**config.mk**
```make
export PLATFORM = sky130hd
export DESIGN_NAME = hybrid_cache
export DESIGN_NICKNAME = d
export VERILOG_FILES = /design/src/cache_pkg.sv /design/src/cache_line.sv /design/src/victim_select.sv /design/src/mem_arbiter.sv /design/src/cache_ctrl.sv /design/src/hybrid_cache.sv
export SDC_FILE = /design/constraint.sdc
export NUM_CORES = 1
export LEC_CHECK = 0
export BUFFER_PORTS_ARGS = -buffer_cell sky130_fd_sc_hd__buf_2
export CAP_MARGIN = 20
export CELL_PAD_IN_SITES_DETAIL_PLACEMENT = 0
export CELL_PAD_IN_SITES_GLOBAL_PLACEMENT = 1
export CORE_ASPECT_RATIO = 2
export CORE_UTILIZATION = 35
export CTS_CLUSTER_DIAMETER = 80
export DETAILED_ROUTE_END_ITERATION = 12
export PLACE_DENSITY_LB_ADDON = 0.1
export SETUP_SLACK_MARGIN = 0.05
export SLEW_MARGIN = 20
export SYNTH_ARGS = -nofsm -noshare
export SYNTH_HDL_FRONTEND = slang
export SYNTH_SLANG_ARGS = --single-unit
```
**constraint.sdc**
```tcl
create_clock -name clk -period 10 [get_ports clk]
set_clock_uncertainty 0.15 [all_clocks]
set_input_delay 1.5 -clock clk [delete_from_list [all_inputs] [get_ports clk]]
set_output_delay 1.5 -clock clk [all_outputs]
set_load 0.005 [all_outputs]
```
**src/cache_pkg.sv**
```systemverilog
// shared definitions of the hit-count cache
// word address and data word types
// controller and line sequencer state encodings
// default sizes for the top level parameters

package cache_pkg;

	// addresses count words, not bytes
	typedef logic [31:0] addr_t;
	typedef logic [31:0] data_t;

	typedef enum logic [2:0] {
		st_idle,
		st_check,
		st_wait_busy,
		st_wait_done,
		st_ack
	} ctrl_state_t;

	// write-back of the old region, then fill of the new one
	typedef enum logic [1:0] {
		ln_idle,
		ln_flush,
		ln_fill
	} line_state_t;

	localparam int default_num_lines  = 4;
	localparam int default_line_words = 4;
	localparam int default_hit_bits   = 8;

endpackage

```
**src/cache_line.sv**
```systemverilog
// one line of the fully associative cache
// region tag, valid and dirty flags, word storage
// saturating hit counter for the replacement policy
// flush/fill sequencer on a private memory request port

`timescale 1ns/1ps

module cache_line import cache_pkg::*; #(
	parameter int LINE_WORDS = default_line_words,
	parameter int HIT_BITS   = default_hit_bits
) (
	input  logic                clk,
	input  logic                reset_n,
	input  addr_t               look_addr,
	input  logic                access,
	input  logic                wr,
	input  data_t               wdata,
	input  logic                evict,
	output logic                hit,
	output data_t               rdata,
	output logic [HIT_BITS-1:0] hit_count,
	output logic                ready,
	output logic                mem_req,
	output logic                mem_we,
	output addr_t               mem_addr,
	output data_t               mem_wdata,
	input  logic                mem_ack,
	input  data_t               mem_rdata
);

	localparam int IDX_BITS = $clog2(LINE_WORDS);
	localparam int TAG_BITS = $bits(addr_t) - IDX_BITS;
	localparam logic [IDX_BITS-1:0] LAST_IDX = IDX_BITS'(LINE_WORDS - 1);

	line_state_t         state;
	logic [TAG_BITS-1:0] tag;
	logic [TAG_BITS-1:0] old_tag;
	logic                valid;
	logic                dirty;
	logic [IDX_BITS-1:0] idx;
	data_t               words [LINE_WORDS];

	logic [TAG_BITS-1:0] look_tag;
	logic [IDX_BITS-1:0] look_idx;
	logic                fill_ack;
	logic                fill_last;

	assign look_tag = look_addr[$bits(addr_t)-1:IDX_BITS];
	assign look_idx = look_addr[IDX_BITS-1:0];

	assign hit   = valid && (look_tag == tag);
	assign rdata = words[look_idx];
	assign ready = (state == ln_idle);

	// flush addresses the old region, fill the new one
	assign mem_req   = (state != ln_idle);
	assign mem_we    = (state == ln_flush);
	assign mem_addr  = {(state == ln_flush) ? old_tag : tag, idx};
	assign mem_wdata = words[idx];

	assign fill_ack  = (state == ln_fill) && mem_ack;
	assign fill_last = fill_ack && (idx == LAST_IDX);

	always_ff @(posedge clk or negedge reset_n) begin
		if (!reset_n) begin
			state   <= ln_idle;
			tag     <= '0;
			old_tag <= '0;
			valid   <= 1'b0;
			dirty   <= 1'b0;
			idx     <= '0;
		end else begin
			case (state)
				ln_idle: begin
					if (evict) begin
						old_tag <= tag;
						tag     <= look_tag;
						valid   <= 1'b0;
						idx     <= '0;
						// a clean line skips the write-back
						state   <= dirty ? ln_flush : ln_fill;
					end else if (wr && hit) begin
						dirty <= 1'b1;
					end
				end
				ln_flush: begin
					if (mem_ack) begin
						// index wraps back to zero for the fill
						idx <= idx + 1'b1;
						if (idx == LAST_IDX) begin
							dirty <= 1'b0;
							state <= ln_fill;
						end
					end
				end
				ln_fill: begin
					if (mem_ack) begin
						idx <= idx + 1'b1;
						if (idx == LAST_IDX) begin
							valid <= 1'b1;
							state <= ln_idle;
						end
					end
				end
				default: begin
					state <= ln_idle;
				end
			endcase
		end
	end

	// count saturates, a fresh region starts from zero
	always_ff @(posedge clk or negedge reset_n) begin
		if (!reset_n) begin
			hit_count <= '0;
		end else if (fill_last) begin
			hit_count <= '0;
		end else if (access && hit && (hit_count != '1)) begin
			hit_count <= hit_count + 1'b1;
		end
	end

	always_ff @(posedge clk) begin
		if (fill_ack) begin
			words[idx] <= mem_rdata;
		end else if (wr && hit) begin
			words[look_idx] <= wdata;
		end
	end

	// the controller only evicts a line that has finished its last refill
	assert property (@(posedge clk) disable iff (!reset_n) evict |-> ready)
		else $error("cache_line: evict while line is busy");

endmodule

```
**src/victim_select.sv**
```systemverilog
// eviction victim selection
// marks the line with the lowest hit count, one-hot

`timescale 1ns/1ps

module victim_select import cache_pkg::*; #(
	parameter int NUM_LINES = default_num_lines,
	parameter int HIT_BITS  = default_hit_bits
) (
	input  logic [NUM_LINES-1:0][HIT_BITS-1:0] hit_counts,
	output logic [NUM_LINES-1:0]               victim
);

	logic [HIT_BITS-1:0] min_count;

	always_comb begin
		min_count = hit_counts[0];
		victim    = '0;
		victim[0] = 1'b1;
		for (int i = 1; i < NUM_LINES; i++) begin
			// strict compare, so a tie stays with the lower index
			if (hit_counts[i] < min_count) begin
				min_count = hit_counts[i];
				victim    = '0;
				victim[i] = 1'b1;
			end
		end
	end

endmodule

```
**src/mem_arbiter.sv**
```systemverilog
// shared memory port arbiter
// fixed priority, lowest requesting line wins
// routes the memory acknowledge back to the granted line only

`timescale 1ns/1ps

module mem_arbiter import cache_pkg::*; #(
	parameter int NUM_LINES = default_num_lines
) (
	input  logic [NUM_LINES-1:0]  line_req,
	input  logic [NUM_LINES-1:0]  line_we,
	input  addr_t [NUM_LINES-1:0] line_addr,
	input  data_t [NUM_LINES-1:0] line_wdata,
	input  logic                  mem_ack,
	output logic [NUM_LINES-1:0]  line_ack,
	output logic                  mem_req,
	output logic                  mem_we,
	output addr_t                 mem_addr,
	output data_t                 mem_wdata
);

	logic [NUM_LINES-1:0] grant;

	// isolate the lowest set request bit
	assign grant    = line_req & (~line_req + 1'b1);
	assign mem_req  = |line_req;
	assign line_ack = mem_ack ? grant : '0;

	always_comb begin
		mem_we    = 1'b0;
		mem_addr  = '0;
		mem_wdata = '0;
		for (int i = 0; i < NUM_LINES; i++) begin
			if (grant[i]) begin
				mem_we    = line_we[i];
				mem_addr  = line_addr[i];
				mem_wdata = line_wdata[i];
			end
		end
	end

	// evictions are serialized, so only one line is ever flushing or filling
	always_comb begin
		assert final ($onehot0(line_req))
			else $error("mem_arbiter: more than one line requesting");
	end

endmodule

```
**src/cache_ctrl.sv**
```systemverilog
// cache controller
// lookup, evict and retry FSM, one host request at a time
// read word selection from the one-hot hit vector
// single cycle host acknowledge

`timescale 1ns/1ps

module cache_ctrl import cache_pkg::*; #(
	parameter int NUM_LINES = default_num_lines,
	parameter int HIT_BITS  = default_hit_bits
) (
	input  logic                  clk,
	input  logic                  reset_n,
	input  logic                  cpu_req,
	input  logic                  cpu_we,
	input  addr_t                 cpu_addr,
	input  data_t                 cpu_wdata,
	input  logic [NUM_LINES-1:0]  line_hit,
	input  data_t [NUM_LINES-1:0] line_rdata,
	input  logic [NUM_LINES-1:0]  line_ready,
	input  logic [NUM_LINES-1:0]  victim,
	output logic                  cpu_ack,
	output data_t                 cpu_rdata,
	output addr_t                 look_addr,
	output logic                  access,
	output logic                  wr,
	output data_t                 wdata,
	output logic [NUM_LINES-1:0]  evict
);

	ctrl_state_t          state;
	logic [NUM_LINES-1:0] victim_q;
	logic [HIT_BITS-1:0]  evict_cnt;
	logic                 req_we;
	addr_t                req_addr;
	data_t                req_wdata;
	logic                 any_hit;
	data_t                sel_rdata;

	assign any_hit   = |line_hit;
	assign look_addr = req_addr;
	assign wdata     = req_wdata;
	assign access    = (state == st_check);
	assign wr        = access && req_we && any_hit;
	assign evict     = (access && !any_hit) ? victim : '0;
	assign cpu_ack   = (state == st_ack);

	always_comb begin
		sel_rdata = '0;
		for (int i = 0; i < NUM_LINES; i++) begin
			if (line_hit[i]) begin
				sel_rdata = sel_rdata | line_rdata[i];
			end
		end
	end

	always_ff @(posedge clk or negedge reset_n) begin
		if (!reset_n) begin
			state     <= st_idle;
			victim_q  <= '0;
			evict_cnt <= '0;
		end else begin
			case (state)
				st_idle: begin
					if (cpu_req) begin
						evict_cnt <= '0;
						state     <= st_check;
					end
				end
				st_check: begin
					if (any_hit) begin
						state <= st_ack;
					end else begin
						victim_q <= victim;
						if (evict_cnt != '1) begin
							evict_cnt <= evict_cnt + 1'b1;
						end
						state <= st_wait_busy;
					end
				end
				// victim drops ready once its sequencer has started
				st_wait_busy: begin
					if ((line_ready & victim_q) == '0) begin
						state <= st_wait_done;
					end
				end
				st_wait_done: begin
					if ((line_ready & victim_q) != '0) begin
						state <= st_check;
					end
				end
				st_ack: begin
					state <= st_idle;
				end
				default: begin
					state <= st_idle;
				end
			endcase
		end
	end

	always_ff @(posedge clk) begin
		if ((state == st_idle) && cpu_req) begin
			req_we    <= cpu_we;
			req_addr  <= cpu_addr;
			req_wdata <= cpu_wdata;
		end
		if (access && any_hit) begin
			cpu_rdata <= sel_rdata;
		end
	end

	assert property (@(posedge clk) disable iff (!reset_n) $onehot0(evict))
		else $error("cache_ctrl: evict vector not one-hot");

	// two lines holding the same region
	assert property (@(posedge clk) disable iff (!reset_n) $onehot0(line_hit))
		else $error("cache_ctrl: multiple lines hit");

	// refilled victim must serve the retried access
	assert property (@(posedge clk) disable iff (!reset_n)
		(access && (evict_cnt != '0)) |-> any_hit)
		else $error("cache_ctrl: retry after eviction missed");

endmodule

```
**src/hybrid_cache.sv**
```systemverilog
// top level of the hit-count cache
// NUM_LINES cache lines, victim selector, memory arbiter, controller

`timescale 1ns/1ps

module hybrid_cache import cache_pkg::*; #(
	parameter int NUM_LINES  = default_num_lines,
	parameter int LINE_WORDS = default_line_words,
	parameter int HIT_BITS   = default_hit_bits
) (
	input  logic  clk,
	input  logic  reset_n,
	input  logic  cpu_req,
	input  logic  cpu_we,
	input  addr_t cpu_addr,
	input  data_t cpu_wdata,
	output logic  cpu_ack,
	output data_t cpu_rdata,
	output logic  mem_req,
	output logic  mem_we,
	output addr_t mem_addr,
	output data_t mem_wdata,
	input  logic  mem_ack,
	input  data_t mem_rdata
);

	addr_t                              look_addr;
	logic                               access;
	logic                               wr;
	data_t                              wdata;
	logic [NUM_LINES-1:0]               evict;
	logic [NUM_LINES-1:0]               victim;
	logic [NUM_LINES-1:0]               line_hit;
	data_t [NUM_LINES-1:0]              line_rdata;
	logic [NUM_LINES-1:0][HIT_BITS-1:0] hit_counts;
	logic [NUM_LINES-1:0]               line_ready;
	logic [NUM_LINES-1:0]               line_req;
	logic [NUM_LINES-1:0]               line_we;
	addr_t [NUM_LINES-1:0]              line_addr;
	data_t [NUM_LINES-1:0]              line_wdata;
	logic [NUM_LINES-1:0]               line_ack;

	for (genvar i = 0; i < NUM_LINES; i++) begin : g_line
		cache_line #(
			.LINE_WORDS (LINE_WORDS),
			.HIT_BITS   (HIT_BITS)
		) line0 (
			.clk       (clk),
			.reset_n   (reset_n),
			.look_addr (look_addr),
			.access    (access),
			.wr        (wr),
			.wdata     (wdata),
			.evict     (evict[i]),
			.hit       (line_hit[i]),
			.rdata     (line_rdata[i]),
			.hit_count (hit_counts[i]),
			.ready     (line_ready[i]),
			.mem_req   (line_req[i]),
			.mem_we    (line_we[i]),
			.mem_addr  (line_addr[i]),
			.mem_wdata (line_wdata[i]),
			.mem_ack   (line_ack[i]),
			.mem_rdata (mem_rdata)
		);
	end

	victim_select #(
		.NUM_LINES (NUM_LINES),
		.HIT_BITS  (HIT_BITS)
	) victim0 (
		.hit_counts (hit_counts),
		.victim     (victim)
	);

	mem_arbiter #(
		.NUM_LINES (NUM_LINES)
	) arbiter0 (
		.line_req   (line_req),
		.line_we    (line_we),
		.line_addr  (line_addr),
		.line_wdata (line_wdata),
		.mem_ack    (mem_ack),
		.line_ack   (line_ack),
		.mem_req    (mem_req),
		.mem_we     (mem_we),
		.mem_addr   (mem_addr),
		.mem_wdata  (mem_wdata)
	);

	cache_ctrl #(
		.NUM_LINES (NUM_LINES),
		.HIT_BITS  (HIT_BITS)
	) ctrl0 (
		.clk        (clk),
		.reset_n    (reset_n),
		.cpu_req    (cpu_req),
		.cpu_we     (cpu_we),
		.cpu_addr   (cpu_addr),
		.cpu_wdata  (cpu_wdata),
		.line_hit   (line_hit),
		.line_rdata (line_rdata),
		.line_ready (line_ready),
		.victim     (victim),
		.cpu_ack    (cpu_ack),
		.cpu_rdata  (cpu_rdata),
		.look_addr  (look_addr),
		.access     (access),
		.wr         (wr),
		.wdata      (wdata),
		.evict      (evict)
	);

endmodule

```
==> flow_metrics.env, run 1 <==
export IMPL_clock_sinks=914
export IMPL_setup_tns_ns=0
export IMPL_crit_slowest_cell="or4_1"
export IMPL_async_reset_ff_share_pct=33.2
export IMPL_final_cell_mix="edfxtp_1 (609), dfrtp_1 (295), mux4_2 (256), buf_2 (198), mux2_2 (183)"
export IMPL_cp_required_ns=10.42
export IMPL_cp_arrival_ns=7.70
export IMPL_finalCritPeriodShare_pct=72.8
export IMPL_grt_pass1_vias=29900
export IMPL_fp_coreArea_um2=127000
export IMPL_rsz0062_at_grt="false"
export IMPL_min_period_ns=7.28
export IMPL_cp_slowest_stage_delay_ns=0.71
export IMPL_hold_viol=0
export IMPL_wl_per_cell_um=32.3
export IMPL_grt_remaining_overflow=0
export IMPL_drc=0
export IMPL_gp_congestion=0.853
export IMPL_drive_gt1_share_pct=31.3
export IMPL_syn_num_nets=3030
export IMPL_start_kind="flop"
export IMPL_fin_nets=3175
export IMPL_grt_first_pass_wirelength_um=220000
export IMPL_cpMostUsedCell="ha_1"
export IMPL_hold_class="flop to flop"
export IMPL_cts_resized=0
export IMPL_worst_pin_slew_ns=1.14
export IMPL_ys_flop_type="edfxtp_1"
export IMPL_synth_distinct_cells=72
export IMPL_layout_commonest_cell="edfxtp_1"
export IMPL_row_count=185
export IMPL_status="completed"
export IMPL_path_class="flop to flop"
export IMPL_io_pins=200
export IMPL_syn_area_um2=44800
export IMPL_yosysSeqAreaShare_pct=57.8
export IMPL_synth_edf_count=609
export IMPL_max_vdd_ir_drop_mv=0.198
export IMPL_clk_pin_slew_ns=0.06
export IMPL_cts_inserted_buffers=92
export IMPL_yosys_warnings=0
export IMPL_syn_to_final_growth_pct=14.1
export IMPL_ctsHtreeMaxLevel=3
export IMPL_root_buffer="clkbuf_16"
export IMPL_grt_max_degree=119
export IMPL_grt_antenna_before_repair=15
export IMPL_fmax_ghz=0.137
export IMPL_firstDrtPassIters=5
export IMPL_clockBufferDepth=3
export IMPL_cts_tree="built"
export IMPL_drtIter0Drc=1732
export IMPL_die_area_um2=130000
export IMPL_synth_cells=2884
export IMPL_power_density_nw_per_um2=277
export IMPL_clock_latency_ns=0.70
export IMPL_cp_end_kind="flop"
export IMPL_wirelength_um=155000
export IMPL_setup_viol=0
export IMPL_start_util_pct=35.3
export IMPL_port_buffers=199
export IMPL_vias_per_cell=5.70
export IMPL_max_cap_violations=0
export IMPL_post_cts_buffers=0
export IMPL_synth_seq_cells=914
export IMPL_utilization_pct=40.2
export IMPL_die_w_um=255
export IMPL_n_fill_cell=11700
export IMPL_max_slew_margin_pct=24.2
export IMPL_critPathMaxFanout=60
export IMPL_syn_area_per_cell_um2=15.5
export IMPL_vias=27300
export IMPL_die_y_um=508
export IMPL_postCtsHoldBufs=0
export IMPL_ant_nets=0
export IMPL_dp_hpwl_um=97000
export IMPL_path_cells="inv_1 > ha_1 > a41oi_1 > a21oi_1 > a22o_1 > mux2i_1 > ha_1 > and4_1 > o211ai_1 > o31ai_4 > o21ai_0 > ha_1 > and4_1 > a22o_1 > a221o_1 > nor2_1 > o221a_2 > or4_1 > nor2_4 > buf_4 > mux2_1"
export IMPL_p_leak_nw=18.3
export IMPL_grt_use_total_pct=24.3
export IMPL_slew_viol_final=0
-- kinds of logic after synthesis --
group | after synthesis | share of synthesized area [%]
flops | 914 | 57.8
mux | 758 | 25.6
simple gates | 478 | 5.48
compound gates | 289 | 4.54
buf+inv | 252 | 2.40
xor+xnor | 148 | 2.89
fa+ha+maj | 45 | 1.26
-- sequential cells by signal, indices dropped and copies added, names as in the netlist, 8 cells and up, named ones only --
register	flops
g_line.line0.idx	8
g_line.line0.state	8
ctrl0.wdata	32
g_line.line0.tag	120
ctrl0.look_addr	32
ctrl0.cpu_rdata	32
g_line.line0.old_tag	120
g_line.line0.hit_count	32
g_line.line0.words	512
-- routing by layer --
metal,wire (µm),share of wire [%],GRT usage [%]
met3,6950,4.5,3.54
met4,7320,4.7,10.9
met5,119,0.077,0
met2,85900,56,46.1
met1,54400,35,26.1
-- area by class of cell --
class	instances	area [µm²]	area share [%]
diodes	3	7.51	0.0147
clock buffers	117	2540	4.97
clock inverters	55	644	1.26
inverters	36	136	0.267
multi-input cells	1718	18200	35.6
flip-flops and latches	914	25900	50.7
well taps	1683	2110	4.12
repair buffers	267	1550	3.02
-- critical path, delay by kind of cell (launching register included) --
kind	cells	cell delay (ns)
AND/OR/NAND/NOR	5	1.42
flip-flops	1	0.40
AO/OA/AOI/OAI	9	2.62
buffers and inverters	2	0.78
multiplexers	2	0.62
adder cells (fa/ha/maj)	3	1.08
-- worst paths after layout --
kind,startpoint,endpoint,slack (ns),cells after the start
setup / recovery,g_line[0].line0.hit_count[7]$_DFFE_PN0P_,g_line[2].line0.old_tag[20]$_DFFE_PN0P_,2.72,21
hold / removal,g_line[2].line0.old_tag[13]$_DFFE_PN0P_,g_line[2].line0.old_tag[13]$_DFFE_PN0P_,0.33,1
setup reg to reg,g_line[0].line0.hit_count[7]$_DFFE_PN0P_,g_line[2].line0.old_tag[20]$_DFFE_PN0P_,2.72,21
hold reg to reg,g_line[2].line0.old_tag[13]$_DFFE_PN0P_,g_line[2].line0.old_tag[13]$_DFFE_PN0P_,0.33,1
max in group asynchronous,reset_n,g_line[3].line0.idx[0]$_DFFE_PN0P_,7.55,2
min in group asynchronous,reset_n,g_line[3].line0.hit_count[5]$_DFFE_PN0P_,0.73,1
-- synthesized netlist by cell type, types with 79 or more instances --
cell	instances	area share (%)
clkbuf_1	125	1.0
dfrtp_1	303	17
edfxtp_1	609	41
mux2_1	136	3.4
mux2_2	183	4.6
mux2i_1	124	2.8
mux4_2	256	13
nand2_1	79	0.66
nand3_1	90	1.0
nand4_1	85	1.2
nor2_1	102	0.85
xnor2_1	117	2.3
-- per-stage QoR --
stage | std cells | setup WS (ns) | area, µm² | power, W | hold slack [ns]
after floorplan | 2884 | 0.507 | 44800 | 0.00849 | 0.298
after global placement | 4618 | 2.72 | 47900 | 0.0106 | 0.312
after detailed placement | 4618 | 2.63 | 47900 | 0.0107 | 0.322
after CTS | 4790 | 2.63 | 51100 | 0.0144 | 0.336
after global routing | 4791 | 2.18 | 51100 | 0.0149 | 0.347
final | 4793 | 2.72 | 51100 | 0.0142 | 0.333
-- power breakdown --
part	switching, W	internal (W)	total [W]
Combinational	0.00301	0.00218	0.00519
Clock	0.00158	0.00210	0.00368
Sequential	0.000629	0.00466	0.00529
Total	0.00522	0.00894	0.0142
(Power assumes the default switching activity.)
==> run 2, diff against run 1 <==
--- a/config.mk
+++ b/config.mk
@@ -5,6 +5,7 @@
 export SDC_FILE = /design/constraint.sdc
 export NUM_CORES = 1
 export LEC_CHECK = 0
+export ABC_AREA = 1
 export BUFFER_PORTS_ARGS = -buffer_cell sky130_fd_sc_hd__buf_2
 export CAP_MARGIN = 20
 export CELL_PAD_IN_SITES_DETAIL_PLACEMENT = 0
==> constraint.sdc (replaced) <==
create_clock -name clk -period 7.25 [get_ports clk]
set_clock_uncertainty 0.15 [all_clocks]
set_input_delay 1.0875 -clock clk [delete_from_list [all_inputs] [get_ports clk]]
set_output_delay 1.0875 -clock clk [all_outputs]
set_load 0.005 [all_outputs]
==> run 2 against run 1 <==
- fmax increased by 29%
- synthesized cell count grew 85%
- highest routed layer unchanged
- critical endpoint is now g_line[1].line0.tag[22]$_DFFE_PN0P_
- combinational power shrank 96%
- synthesized area increased by 4.0%
- total power decreased by 23%
- sequential power up 5.3%
- utilization is 0.66 points lower
- global-route usage up 8.1 points
- setup slack got worse by 1.1 ns
- cell count up 50%
- largest cell class unchanged
==> flow_metrics.env, run 2 <==
export IMPL_status="completed"
export IMPL_grt_remaining_overflow=0
export IMPL_synth_area_top_cells="edfxtp_1 (39%), dfrtp_1 (16%), o21ai_0 (10%)"
export IMPL_yosysTopAreaCell="edfxtp_1"
export IMPL_cts_tree="built"
export IMPL_post_cts_buffers=0
export IMPL_start_util_pct=35.2
export IMPL_die_area_um2=135000
export IMPL_fin_nets=5521
export IMPL_grt_antenna_before_repair=18
export IMPL_drive_gt1_share_pct=10.2
export IMPL_clockBufferDepth=3
export IMPL_setup_tns_ns=0
export IMPL_yosys_warnings=0
export IMPL_p_comb_share_pct=1.9
export IMPL_clock_sinks=914
export IMPL_path_cells="inv_1 > ha_1 > a21oi_1 > o21a_2 > nand2_4 > o21ai_0 > ha_1 > nand2_1 > nor2_1 > a211oi_1 > nand2_4 > nand2_1 > o21ai_0 > ha_1 > a21oi_1 > nor2_1 > a211oi_1 > nand2_8 > nand2_2 > buf_4 > buf_4 > o21ai_0 > nand2_1"
export IMPL_root_buffer="clkbuf_16"
export IMPL_postCtsHoldBufs=0
export IMPL_path_depth=23
export IMPL_regMostFlops="g_line.line0.words"
export IMPL_cp_slowest_stage_delay_ns=0.78
export IMPL_total_power_w=0.0109
export IMPL_synth_cells=5334
export IMPL_stdcell_area_um2=52400
export IMPL_ctsHtreeMaxLevel=3
export IMPL_fp_coreArea_um2=132000
export IMPL_max_cap_violations=0
export IMPL_p_sw_share_pct=21.9
export IMPL_hold_class="input pin to async pin"
export IMPL_syn_num_nets=5480
export IMPL_clock_latency_ns=0.72
export IMPL_max_vdd_ir_drop_mv=0.211
export IMPL_max_slew_margin_pct=22.1
export IMPL_port_buffers=199
export IMPL_largest_reg_flops=512
export IMPL_grt_first_pass_wirelength_um=304000
export IMPL_syn_area_per_cell_um2=8.74
export IMPL_firstDrtPassIters=6
export IMPL_r2r_setup_slack_ns=1.60
export IMPL_wl_per_cell_um=30.5
export IMPL_grt_use_total_pct=32.4
export IMPL_row_count=189
export IMPL_vias=40400
export IMPL_layout_commonest_cell="nand2_1"
export IMPL_cts_resized=0
export IMPL_die_w_um=260
export IMPL_cts_inserted_buffers=93
export IMPL_critPathBufInv=3
export IMPL_vias_per_cell=5.62
export IMPL_cp_end_kind="flop"
export IMPL_fmax_ghz=0.177
export IMPL_syn_to_final_growth_pct=12.4
export IMPL_multiInputGateArea_um2=17700
export IMPL_seqCellArea_um2=25900
export IMPL_p_leak_nw=21.1
export IMPL_n_fill_cell=13600
export IMPL_synth_most_common_cell="nand2_1"
export IMPL_switchingPower_w=0.00238
export IMPL_drc=0
export IMPL_dp_hpwl_um=148000
export IMPL_crit_slowest_cell="a211oi_1"
export IMPL_cp_required_ns=7.74
export IMPL_critical_path_top_delay_family="compound AO/OA/AOI/OAI gates"
export IMPL_min_period_ns=5.65
export IMPL_yosysSeqAreaShare_pct=55.6
export IMPL_gp_congestion=1.01
export IMPL_place_area_um2=49200
export IMPL_rr_startpoint="g_line[0].line0.hit_count[7]$_DFFE_PN0P_"
export IMPL_ys_flop_type="edfxtp_1"
export IMPL_reg_top3="g_line.line0.words x512, g_line.line0.old_tag x120, g_line.line0.tag x120"
export IMPL_synth_seq_cells=914
export IMPL_pwr_share_clk_pct=46.8
export IMPL_final_cell_mix="nand2_1 (1,229), o21ai_0 (970), edfxtp_1 (609), inv_1 (383), nor2_1 (361)"
export IMPL_utilization_pct=39.6
export IMPL_synth_distinct_cells=64
export IMPL_hold_viol=0
export IMPL_io_pins=200
export IMPL_worst_pin_slew_ns=1.16
export IMPL_grt_max_degree=151
export IMPL_finalCritPeriodShare_pct=77.9
export IMPL_async_reset_ff_share_pct=33.2
export IMPL_wirelength_um=219000
export IMPL_syn_area_um2=46600
export IMPL_rr_worst_depth=23
export IMPL_internal_power_w=0.00849
export IMPL_placed_cells=6998
export IMPL_final_cells=7181
export IMPL_p_seq_share_pct=51.3
export IMPL_setup_viol=0
export IMPL_path_class="flop to flop"
export IMPL_critPathMaxFanout=20
export IMPL_die_y_um=518
export IMPL_synth_edf_count=609
export IMPL_start_kind="flop"
export IMPL_r2r_end="g_line[1].line0.tag[22]$_DFFE_PN0P_"
export IMPL_cp_arrival_ns=6.14
export IMPL_clk_pin_slew_ns=0.06
export IMPL_yosys_top_cells_count="nand2_1 (1,230), o21ai_0 (970), edfxtp_1 (609)"
export IMPL_ant_nets=0
export IMPL_grt_pass1_vias=40800
export IMPL_synth_top_area_share_pct=39.2
export IMPL_rsz0062_at_grt="false"
export IMPL_power_density_nw_per_um2=207
export IMPL_slew_viol_final=0
export IMPL_drtIter0Drc=3113
==> run 2: cell types whose count changed after synthesis, moves of 136 or more <==
cell | before | now
mux2_2 | 183 | 1
nor2_1 | 102 | 381
a21oi_1 | 52 | 271
o21ai_1 | 0 | 188
nand2_1 | 79 | 1230
mux2_1 | 136 | 0
o21ai_0 | 42 | 970
inv_1 | 35 | 392
mux4_2 | 256 | 0
==> run 2: power by group through the flow <==
stage / Clock [W] / Sequential (W) / Combinational, W
6_report: 0.00509 / 0.00557 / 0.000204
5_1_grt: 0.00534 / 0.00557 / 0.000232
4_1_cts: 0.00518 / 0.00557 / 0.000209
3_5_place_dp: 0 / 0.00568 / 0.000208
3_3_place_gp: 0 / 0.00568 / 0.000207
2_1_floorplan: 0 / 0.00568 / 0.0000923
==> run 2: metal layers <==
layer	wire, µm	global-route usage [%]	share of wire [%]	vias to the layer above
met5	92	0	0.042	-
li1	-	-	-	18400
met4	20100	26.4	9.2	12
met2	115000	58.8	53	1583
met3	12700	5.12	5.8	582
met1	71100	31.9	32	19800
==> run 2: cell type report <==
type / count / share of cell area, %
antenna: 9 / 0.0430
tap: 1719 / 4.10
clock buffer: 119 / 4.90
sequential: 914 / 49.5
timing repair buffer: 296 / 3.64
clock inverter: 54 / 1.02
inverter: 416 / 3.00
multi-input combinational: 3654 / 33.8
==> run 2: cells by family (layout without fill, tap and decap cells) <==
| group | count (synthesis) | after routing | share of synthesized area [%] |
|---|---|---|---|
| AO/OA/AOI/OAI | 1561 | 1561 | 17.4 |
| XOR/XNOR | 36 | 36 | 0.676 |
| adder cells (fa/ha/maj) | 45 | 45 | 1.21 |
| buffers and inverters | 766 | 885 | 6.86 |
| flip-flops | 914 | 914 | 55.6 |
| multiplexers | 1 | 1 | 0.0242 |
| other | 0 | 9 | 0 |
| AND/OR/NAND/NOR | 2011 | 2011 | 18.2 |
==> run 2: metrics by stage <==
step                      worst slack (ns)  hold WS, ns
after floorplan                       2.52        0.292
after detailed placement              1.55        0.314
after global routing                  1.16        0.192
after CTS                             1.54        0.189
after global placement                1.55        0.309
final                                 1.60        0.174
==> run 2: how the worst max path moves through the flow <==
stage	start	endpoint	slack, ns
finish	g_line[0].line0.hit_count[7]$_DFFE_PN0P_	g_line[1].line0.tag[22]$_DFFE_PN0P_	1.60
CTS	g_line[0].line0.hit_count[7]$_DFFE_PN0P_	g_line[1].line0.old_tag[19]$_DFFE_PN0P_	1.54
global route	g_line[0].line0.hit_count[1]$_DFFE_PN0P_	g_line[1].line0.old_tag[16]$_DFFE_PN0P_	1.16
global placement	g_line[0].line0.hit_count[3]$_DFFE_PN0P_	g_line[1].line0.old_tag[15]$_DFFE_PN0P_	1.55
detailed placement	g_line[0].line0.hit_count[7]$_DFFE_PN0P_	g_line[2].line0.tag[23]$_DFFE_PN0P_	1.55
floorplan	g_line[0].line0.hit_count[7]$_DFFE_PN0P_	g_line[3].line0.tag[14]$_DFFE_PN0P_	2.52
==> run 2: worst reg2reg max path: cells and delay by family (launching register included) <==
kind / cells / cell delay (ns)
flip-flops: 1 / 0.37
adder cells (fa/ha/maj): 3 / 0.91
buffers and inverters: 3 / 0.67
AND/OR/NAND/NOR: 9 / 1.26
AO/OA/AOI/OAI: 8 / 2.22
